<file path="src/sdram_bank_pkg.sv">
// ========================================
// SDRAM bank front end
// Shared types, slot offsets and the
// request and response records
// ========================================
`default_nettype none

package sdram_bank_pkg;

    typedef logic [22:0] bank_addr_t;   // Word address inside the bank

    localparam int NSLOTS = 4;

    typedef logic [1:0] slot_id_t;

    // Priority order, lowest index wins
    localparam slot_id_t SLOT_RAM = 2'd0;
    localparam slot_id_t SLOT_ROM = 2'd1;
    localparam slot_id_t SLOT_SND = 2'd2;
    localparam slot_id_t SLOT_GFX = 2'd3;

    localparam bank_addr_t SLOT_OFFSET [NSLOTS] = '{
        23'h30_0000,    // Work RAM
        23'h00_0000,    // Main CPU ROM
        23'h38_0000,    // Sound CPU ROM
        23'h10_0000     // Graphics ROM
    };

    typedef struct packed {
        logic        pending;
        bank_addr_t  addr;
        logic        we;
        logic [15:0] din;
        logic [1:0]  mask;      // Active low byte enables
        logic        spare;
    } bank_req_t;

    typedef struct packed {
        logic        done;      // One cycle pulse
        logic [31:0] data;      // First word in the low half
    } bank_rsp_t;

    typedef enum logic [1:0] {
        IDLE,
        REQ,
        WAIT
    } arb_state_t;

endpackage

`default_nettype wire

</file>
<file path="src/bank_arbiter.sv">
// ========================================
// Bank arbiter
// Fixed priority FSM granting one slot at
// a time and driving the SDRAM request
// ========================================
`timescale 1ns/1ns
`default_nettype none

module bank_arbiter (
    input  logic                               clk,
    input  logic                               arst_n,
    input  sdram_bank_pkg::bank_req_t          reqs [sdram_bank_pkg::NSLOTS],
    input  logic                               ack,
    input  sdram_bank_pkg::bank_rsp_t          rsp,
    output logic [sdram_bank_pkg::NSLOTS-1:0]  grant,
    output logic                               busy_rd,
    output sdram_bank_pkg::bank_addr_t         ba_addr,
    output logic                               ba_rd,
    output logic                               ba_wr,
    output logic [15:0]                        ba_din,
    output logic [1:0]                         ba_din_m
);
    import sdram_bank_pkg::*;

    arb_state_t state;
    slot_id_t   sel;        // Slot owning the bank
    slot_id_t   pick;
    logic       pick_vld;
    bank_req_t  cur;        // Latched request

    // Scan downwards so the lowest index wins
    always_comb begin
        pick     = SLOT_RAM;
        pick_vld = 1'b0;
        for (int i = NSLOTS - 1; i >= 0; i--) begin
            if (reqs[i].pending) begin
                pick     = slot_id_t'(i);
                pick_vld = 1'b1;
            end
        end
    end

    always_ff @(posedge clk or negedge arst_n) begin
        if (!arst_n) begin
            state <= IDLE;
            sel   <= SLOT_RAM;
        end else begin
            case (state)
                IDLE: begin
                    if (pick_vld) begin
                        state <= REQ;
                        sel   <= pick;
                    end
                end
                REQ:     if (ack) state <= WAIT;
                WAIT:    if (rsp.done) state <= IDLE;
                default: state <= IDLE;
            endcase
        end
    end

    always_ff @(posedge clk) begin
        if (state == IDLE && pick_vld) cur <= reqs[pick];
    end

    always_comb begin
        grant = '0;
        if (state != IDLE) grant[sel] = 1'b1;
    end

    // Levels held until ack
    assign ba_rd    = (state == REQ) && !cur.we;
    assign ba_wr    = (state == REQ) && cur.we;
    assign busy_rd  = (state != IDLE) && !cur.we;
    assign ba_addr  = cur.addr;
    assign ba_din   = cur.din;
    assign ba_din_m = cur.mask;

endmodule

`default_nettype wire

</file>
<file path="src/burst_counter.sv">
// ========================================
// Burst collector
// Packs the two read words into one
// 32-bit response and flags completion
// ========================================
`timescale 1ns/1ns
`default_nettype none

module burst_counter (
    input  logic                      clk,
    input  logic                      arst_n,
    input  logic                      dst,
    input  logic                      rdy,
    input  logic [15:0]               data_read,
    input  logic                      busy_rd,
    output sdram_bank_pkg::bank_rsp_t rsp
);
    logic        wcnt;      // Next half to fill
    logic        done_q;
    logic [31:0] data_q;

    always_ff @(posedge clk or negedge arst_n) begin
        if (!arst_n) begin
            wcnt   <= 1'b0;
            done_q <= 1'b0;
        end else begin
            done_q <= rdy;                  // Write bursts end here too
            if (rdy) wcnt <= 1'b0;
            else if (dst) wcnt <= 1'b1;
        end
    end

    always_ff @(posedge clk) begin
        if (busy_rd && (dst || rdy)) begin
            if (wcnt) data_q[31:16] <= data_read;
            else data_q[15:0] <= data_read;
        end
    end

    assign rsp = '{done: done_q, data: data_q};

endmodule

`default_nettype wire

</file>
<file path="src/sdram_bank.sv">
// ========================================
// SDRAM bank front end, top level
// Four cached slots sharing one bank
// ========================================
`timescale 1ns/1ns
`default_nettype none

module sdram_bank (
    input  logic                       clk,
    input  logic                       arst_n,
    // Main CPU work RAM
    input  logic                       ram_cs,
    input  logic [16:0]                ram_addr,
    input  logic                       ram_rnw,
    input  logic [15:0]                ram_din,
    input  logic [1:0]                 ram_dsn,
    output logic                       ram_ok,
    output logic [15:0]                ram_data,
    // Main CPU ROM
    input  logic                       rom_cs,
    input  logic [19:0]                rom_addr,
    output logic                       rom_ok,
    output logic [15:0]                rom_data,
    // Sound CPU ROM
    input  logic                       snd_cs,
    input  logic [15:0]                snd_addr,
    output logic                       snd_ok,
    output logic [7:0]                 snd_data,
    // Graphics ROM
    input  logic                       gfx_cs,
    input  logic [19:0]                gfx_addr,
    output logic                       gfx_ok,
    output logic [31:0]                gfx_data,
    // SDRAM bank port
    output sdram_bank_pkg::bank_addr_t ba_addr,
    output logic                       ba_rd,
    output logic                       ba_wr,
    output logic [15:0]                ba_din,
    output logic [1:0]                 ba_din_m,
    input  logic                       ba_ack,
    input  logic                       ba_dst,
    input  logic                       ba_rdy,
    input  logic [15:0]                data_read
);
    import sdram_bank_pkg::*;

    bank_req_t         reqs [NSLOTS];
    bank_rsp_t         rsp;
    logic [NSLOTS-1:0] grant;
    logic              busy_rd;

    slot_cache #(.data_t(logic [15:0]), .SLOT(SLOT_RAM)) u_ram (
        .clk    ( clk                ),
        .arst_n ( arst_n             ),
        .cs     ( ram_cs             ),
        .addr   ( {6'd0, ram_addr}   ),
        .we     ( !ram_rnw           ),
        .din    ( ram_din            ),
        .mask   ( ram_dsn            ),
        .grant  ( grant[SLOT_RAM]    ),
        .rsp    ( rsp                ),
        .req    ( reqs[SLOT_RAM]     ),
        .ok     ( ram_ok             ),
        .dout   ( ram_data           )
    );

    slot_cache #(.data_t(logic [15:0]), .SLOT(SLOT_ROM)) u_rom (
        .clk    ( clk                ),
        .arst_n ( arst_n             ),
        .cs     ( rom_cs             ),
        .addr   ( {3'd0, rom_addr}   ),
        .we     ( 1'b0               ),     // Read only
        .din    ( 16'd0              ),
        .mask   ( 2'b11              ),
        .grant  ( grant[SLOT_ROM]    ),
        .rsp    ( rsp                ),
        .req    ( reqs[SLOT_ROM]     ),
        .ok     ( rom_ok             ),
        .dout   ( rom_data           )
    );

    slot_cache #(.data_t(logic [7:0]), .SLOT(SLOT_SND)) u_snd (
        .clk    ( clk                ),
        .arst_n ( arst_n             ),
        .cs     ( snd_cs             ),
        .addr   ( {7'd0, snd_addr}   ),
        .we     ( 1'b0               ),
        .din    ( 16'd0              ),
        .mask   ( 2'b11              ),
        .grant  ( grant[SLOT_SND]    ),
        .rsp    ( rsp                ),
        .req    ( reqs[SLOT_SND]     ),
        .ok     ( snd_ok             ),
        .dout   ( snd_data           )
    );

    slot_cache #(.data_t(logic [31:0]), .SLOT(SLOT_GFX)) u_gfx (
        .clk    ( clk                ),
        .arst_n ( arst_n             ),
        .cs     ( gfx_cs             ),
        .addr   ( {3'd0, gfx_addr}   ),
        .we     ( 1'b0               ),
        .din    ( 16'd0              ),
        .mask   ( 2'b11              ),
        .grant  ( grant[SLOT_GFX]    ),
        .rsp    ( rsp                ),
        .req    ( reqs[SLOT_GFX]     ),
        .ok     ( gfx_ok             ),
        .dout   ( gfx_data           )
    );

    bank_arbiter u_arb (
        .clk      ( clk      ),
        .arst_n   ( arst_n   ),
        .reqs     ( reqs     ),
        .ack      ( ba_ack   ),
        .rsp      ( rsp      ),
        .grant    ( grant    ),
        .busy_rd  ( busy_rd  ),
        .ba_addr  ( ba_addr  ),
        .ba_rd    ( ba_rd    ),
        .ba_wr    ( ba_wr    ),
        .ba_din   ( ba_din   ),
        .ba_din_m ( ba_din_m )
    );

    burst_counter u_burst (
        .clk       ( clk       ),
        .arst_n    ( arst_n    ),
        .dst       ( ba_dst    ),
        .rdy       ( ba_rdy    ),
        .data_read ( data_read ),
        .busy_rd   ( busy_rd   ),
        .rsp       ( rsp       )
    );

endmodule

`default_nettype wire

</file>
<file path="src/slot_cache.sv">
// ========================================
// One requester slot of the SDRAM bank
// Maps the address into the bank and keeps
// the last word fetched as a one-entry cache
// ========================================
`timescale 1ns/1ns
`default_nettype none

module slot_cache #(
    parameter type data_t = logic [15:0],
    parameter sdram_bank_pkg::slot_id_t SLOT = sdram_bank_pkg::SLOT_RAM
) (
    input  logic                      clk,
    input  logic                      arst_n,
    input  logic                      cs,
    input  logic [22:0]               addr,     // In data_t units
    input  logic                      we,
    input  logic [15:0]               din,
    input  logic [1:0]                mask,
    input  logic                      grant,
    input  sdram_bank_pkg::bank_rsp_t rsp,
    output sdram_bank_pkg::bank_req_t req,
    output logic                      ok,
    output data_t                     dout
);
    import sdram_bank_pkg::*;

    bank_addr_t  word_addr;
    logic [31:0] fetched;
    logic [22:0] last_addr;
    data_t       last_data;
    logic        valid;
    logic        wr_done;
    logic        ok_r;
    logic        same_addr;
    logic        hit;
    logic        done_g;

    assign same_addr = addr == last_addr;
    assign hit       = valid && same_addr;
    assign done_g    = grant && rsp.done;     // Response belongs to this slot

    // Scale to 16-bit SDRAM words
    always_comb begin
        case ($bits(data_t))
            8:       word_addr = {1'b0, addr[22:1]};
            32:      word_addr = {addr[21:0], 1'b0};
            default: word_addr = addr;
        endcase
    end

    always_comb begin
        case ($bits(data_t))
            8:       fetched = {24'd0, addr[0] ? rsp.data[15:8] : rsp.data[7:0]};
            16:      fetched = {16'd0, rsp.data[15:0]};
            default: fetched = rsp.data;
        endcase
    end

    always_comb begin
        req.pending = cs && (we ? !(wr_done && same_addr) : !hit);
        req.addr    = word_addr + SLOT_OFFSET[SLOT];
        req.we      = we;
        req.din     = din;
        req.mask    = mask;
        req.spare   = 1'b0;
    end

    always_ff @(posedge clk or negedge arst_n) begin
        if (!arst_n) begin
            valid   <= 1'b0;
            wr_done <= 1'b0;
            ok_r    <= 1'b0;
        end else if (done_g) begin
            valid   <= !we;     // A write drops the cached word
            wr_done <= we;
            ok_r    <= 1'b1;
        end else begin
            wr_done <= wr_done && cs && same_addr;
            ok_r    <= cs && (we ? wr_done && same_addr : hit);
        end
    end

    always_ff @(posedge clk) begin
        if (done_g) begin
            last_addr <= addr;
            if (!we) last_data <= data_t'(fetched[$bits(data_t)-1:0]);
        end
    end

    assign ok   = cs && ok_r && same_addr;
    assign dout = last_data;

endmodule

`default_nettype wire

</file>
<file path="config.mk">
export PLATFORM = sky130hd
export DESIGN_NAME = sdram_bank
export DESIGN_NICKNAME = d
export VERILOG_FILES = /design/src/sdram_bank_pkg.sv /design/src/bank_arbiter.sv /design/src/burst_counter.sv /design/src/sdram_bank.sv /design/src/slot_cache.sv
export SDC_FILE = /design/constraint.sdc
export NUM_CORES = 1
export LEC_CHECK = 0
export CAP_MARGIN = 20
export CORE_UTILIZATION = 67
export CTS_CLUSTER_DIAMETER = 120
export DETAILED_ROUTE_END_ITERATION = 10
export DONT_BUFFER_PORTS = 1
export PLACE_DENSITY_LB_ADDON = 0.08
export RECOVER_POWER = 100
export SKIP_CTS_REPAIR_TIMING = 1
export SLEW_MARGIN = 40
export SYNTH_ARGS = -nofsm -noshare
export SYNTH_HDL_FRONTEND = slang
export SYNTH_HIERARCHICAL = 1
export SYNTH_SLANG_ARGS = --single-unit
</file>
<file path="constraint.sdc">
create_clock -name clk -period 8.1 [get_ports clk]
set_input_delay 0.405 -clock clk [delete_from_list [all_inputs] [get_ports clk]]
set_output_delay 0.405 -clock clk [all_outputs]
set_load 0.01 [all_outputs]
</file>
-- Yosys cells after proc, flatten, opt, wreduce, memory -nomap -nowiden
Cells that the tools add are included.
- bitwise operators: 2
- div/mod/pow operators: 0
- reductions and logical operators: 49
- eq/ne operators: 9
- mux-type cells: 28
- multipliers: 0
- order comparisons: 3
- shift-type cells: 0
- add/sub/neg operators: 3
- operators by type and width (kind ; number):
    binary-select mux 44 bit (select 2 bit) ; 1
    two-way mux 43 bit ; 2
    == test 20 bit ; 2
    logical AND 1 bit ; 33
    adder 15 x 22 -> 23 bit, second input constant ; 1
    adder 17 x 22 -> 23 bit, second input constant ; 1
    adder 21 x 21 -> 22 bit, second input constant ; 1
    == test 17 bit ; 1
    == test 16 bit ; 1
    two-way mux 1 bit ; 14
    two-way mux 2 bit ; 7
    two-way mux 8 bit ; 1
    AND reduction 2 bit ; 4
    zero test 1 bit ; 7
    one-hot mux 2 bit (3 select lines) ; 1
    two-way mux 4 bit ; 1
    inequality test 2 x 1 -> 1 bit, second input constant ; 2
    nonzero test 2 bit ; 2
    greater-or-equal comparator 3 bit, second input constant ; 1
    < comparator 2 x 3 -> 1 bit, second input constant ; 1
    NOT 2 -> 3 bit ; 1
    AND reduction 3 bit ; 1
    demux 1 bit (select 2 bit) ; 1
    == test 2 x 1 -> 1 bit, second input constant ; 1
    6 further kinds ; 6
- memories: 0
- bits in read-only memories: 0
- input port bits: 117
- flip-flop bits (word level): 234
- latch bits: 0
- RAM bits: 0
- output and inout bits: 119
- word-level logic and storage cells: 121

-- Logic depth before layout (Yosys ltp)
- depth after elaboration: 12
- mapped depth: 11
- depth with buffers taken out: 8

-- Modules after synthesis
Netlist, hierarchy kept.
- by module, submodules not included (module ; cells each ; seq. area each (um2) ; area an instance (um2) ; instances):
    bank_arbiter ; 314 ; 1361.3 ; 3281.9 ; 1
    slot_cache (u_gfx) ; 147 ; 1726.7 ; 2411.1 ; 1
    slot_cache (u_ram) ; 132 ; 1246.2 ; 1924.3 ; 1
    slot_cache (u_rom) ; 131 ; 1246.2 ; 1914.3 ; 1
    slot_cache (u_snd) ; 133 ; 1006.0 ; 1795.5 ; 1
    burst_counter ; 41 ; 1011.0 ; 1046.0 ; 1
    sdram_bank ; 3 ; 0.0 ; 11.3 ; 1

-- Worst setup path after synthesis
No wires, ideal clock.
- kind: in2reg
- from: in ram_rnw
- to: reg u_arb.cur, in the netlist u_arb/ba_addr[0], enable pin
- arrival: 3.104 ns
- path slack: 4.555 ns
- buffers on the path: 1
- stages: 7
- data required time: 7.659 ns
- cell sequence: inv_1 mux2_2 nand2_1 o21a_1 clkbuf_1 nor4_1 nor2_1
- RTL lines (item ; line ; RTL):
    start: declaration ; sdram_bank.sv:14 ; input logic ram_rnw,
    end signal: assignment ; bank_arbiter.sv:63 ; if (state == IDLE && pick_vld) cur <= reqs[pick];
    end: declaration ; bank_arbiter.sv:29 ; bank_req_t cur;

==> impl_metrics.toml <==
[clocking]
htreeDepth = 1
clock-root-buffer = "clkbuf_16"
cts_tree = "done"
clockBufferDepth = 3
path_clk_slew_ns = 0.06
clock_sinks = 256
cts_buffers = 26
clock_latency_ns = 0.54

[die]
die_area_sq_um = 18970
start_util_pct = 68.48
num_rows = 49
ios = 236
fp.dieW_um = 137.7
core_region_area_sq_um = 18020
die_y_um = 137.7

[detailed_routing]
num_vias = 6668
wl_per_cell_um = 22.44
drt_iter0_drc = 495
viasPerCell = 5.719
ant_nets = 0
wl_mm = 26.16
drc = 0
first_pass_iters = 5

[timing]
tightest_slew_ns = 2.641
hold_viol = 0
maxSlewViolCount = 137
final.setup.tns_ns = 0
holdWs_ns = 0.01003
setup_violations = 0
layout_min_cycle_time_ns = 4.378
fin_ws_ns = 3.722
skew_ns = 0.02394
fin_crit_sh_pct = 54.05
rsz0062_at_grt = "false"
relSlewSlack_pct = -76.06
max_freq_mhz = 228.4

[finish]
final_cell_mix = "edfxtp_1 (238), conb_1 (126), dlygate4sd3_1 (92)"
post-route-util_pct = 73.06
nets = 1037
layout_commonest_cell = "edfxtp_1"
final_area_sq_um = 13170
syn_to_final_growth_pct = 6.690
fillCellCount = 1195
drive_above_1_share_pct = 11.31
diodes = 0

[pwr]
clkPwrFrac_pct = 34.0
power_density_nw_per_um2 = 269.2
p_sw_mw = 0.9247
intPower_mw = 2.620
leakagePower_nw = 4.572
combPwrFrac_pct = 12.0
peakVddDrop_mv = 0.2606
pwr-share-seq_pct = 54.0
switching_share_pct = 26.09

[placement]
dp_hpwl_mm = 16.85
port_buffers = 0
routabilityCongestion = 0.7936
pre_cts_ws_ns = 4.752
post_dp_cell_area_sq_um = 11480

[worst_setup_path]
reg2reg_depth = 9
end_kind = "register"
r2r_slack_ns = 3.72
worst-setup-path-type = "register to register"
start_kind = "register"
r2r-start = "u_ram/last_addr[3]$_DFFE_PP_"
critPathMaxFanout = 42
worstPathArrival_ns = 4.62
reg2reg_to = "u_arb/ba_addr[10]$_DFFE_PP_"
cp.required_ns = 8.35

[global_route]
grt_pass1_vias = 6027
grt_util_all_layers_pct = 25.53
grt_antenna_before_repair = 0
grt_pass1_wl_mm = 35.47
grt_max_degree = 43
gr-total-overflow = 0

[min_path]
min_to = "u_burst/wcnt$_DFFE_PN0P_"
min_delay_path_depth = 2
hp-class = "input pin to register"
min-delay-start = "ba_dst"

[outcome]
violations = "capacitance limit, slew limit"
status = "finished, violations left"

[synth]
synthCells = 894
synth.avg_cell_area_sq_um = 13.81
synthesis.area_sq_um = 12340
ys_warn_count = 6

[flow_run]
maxCapViolCount = 4
==> power groups by stage <==
stage               Sequential (mW)  Clock, mW  Combinational (mW)
finish                         1.91       1.21               0.426
floorplan                      1.84          0               0.482
global placement               1.92          0               0.376
detailed placement             1.93          0               0.391
CTS                            1.90       1.21               0.394
global route                   1.93       1.27               0.466
==> registers in the layout, summed over array words and instances (netlist names), 2 cells and up <==
register,flops
u_arb/sel,2
u_snd/dout,8
u_arb/state,2
u_snd/last_addr,23
u_arb/ba_din,16
u_rom/last_addr,23
u_arb/ba_addr,23
u_gfx/dout,32
u_burst/data_q,32
u_ram/dout,16
u_rom/dout,16
u_arb/ba_din_m,2
u_ram/last_addr,23
u_gfx/last_addr,23
==> layer usage <==
| metal | part of all wire, % | track usage [%] | vias up |
|---|---|---|---|
| li1 | - | - | 3002 |
| met1 | 39 | 33.14 | 3287 |
| met2 | 48 | 40.98 | 344 |
| met3 | 10 | 8.904 | 35 |
| met4 | 2.1 | 6.703 | 0 |
| met5 | 0 | 0 | - |
==> how the worst max path moves through the flow <==
stage	from	endpoint	slack, ns
floorplan	ram_rnw	u_arb/ba_addr[0]$_DFFE_PP_	4.55
global placement	ram_rnw	u_arb/ba_addr[12]$_DFFE_PP_	4.32
detailed placement	u_snd/last_addr[3]$_DFFE_PP_	u_arb/ba_din[10]$_DFFE_PP_	4.75
global route	u_ram/last_addr[12]$_DFFE_PP_	u_arb/ba_addr[10]$_DFFE_PP_	3.51
finish	u_ram/last_addr[3]$_DFFE_PP_	u_arb/ba_addr[10]$_DFFE_PP_	3.72
CTS	u_snd/last_addr[3]$_DFFE_PP_	u_arb/ba_din[10]$_DFFE_PP_	4.74
==> area by class of cell <==
class	count	area (sq um)	area share, %
Clock inverter	20	206.4	1.568
Inverter	16	62.56	0.4751
Tap cell	229	286.5	2.176
Clock buffer	28	658.1	4.998
Multi-Input combinational cell	516	3388	25.73
Sequential cell	256	7597	57.69
Timing Repair Buffer	101	969.7	7.363
==> worst max-delay path: stages (launching register included) <==
cell	delay (ns)
edfxtp_1	0.38
xnor2_1	0.15
nand4_1	0.08
nor4_1	0.07
nand3_1	0.20
o21a_1	0.31
buf_4	0.48
clkinvlp_2	1.45
o221ai_1	0.82
a21oi_1	0.14
==> per-stage QoR <==
stage	total power [mW]	std cells
after detailed placement	2.318	1026
final	3.545	1166
after global placement	2.295	1026
after CTS	3.513	1074
after floorplan	2.325	1017
after global routing	3.670	1166
Power figures use the tool's default switching activity.
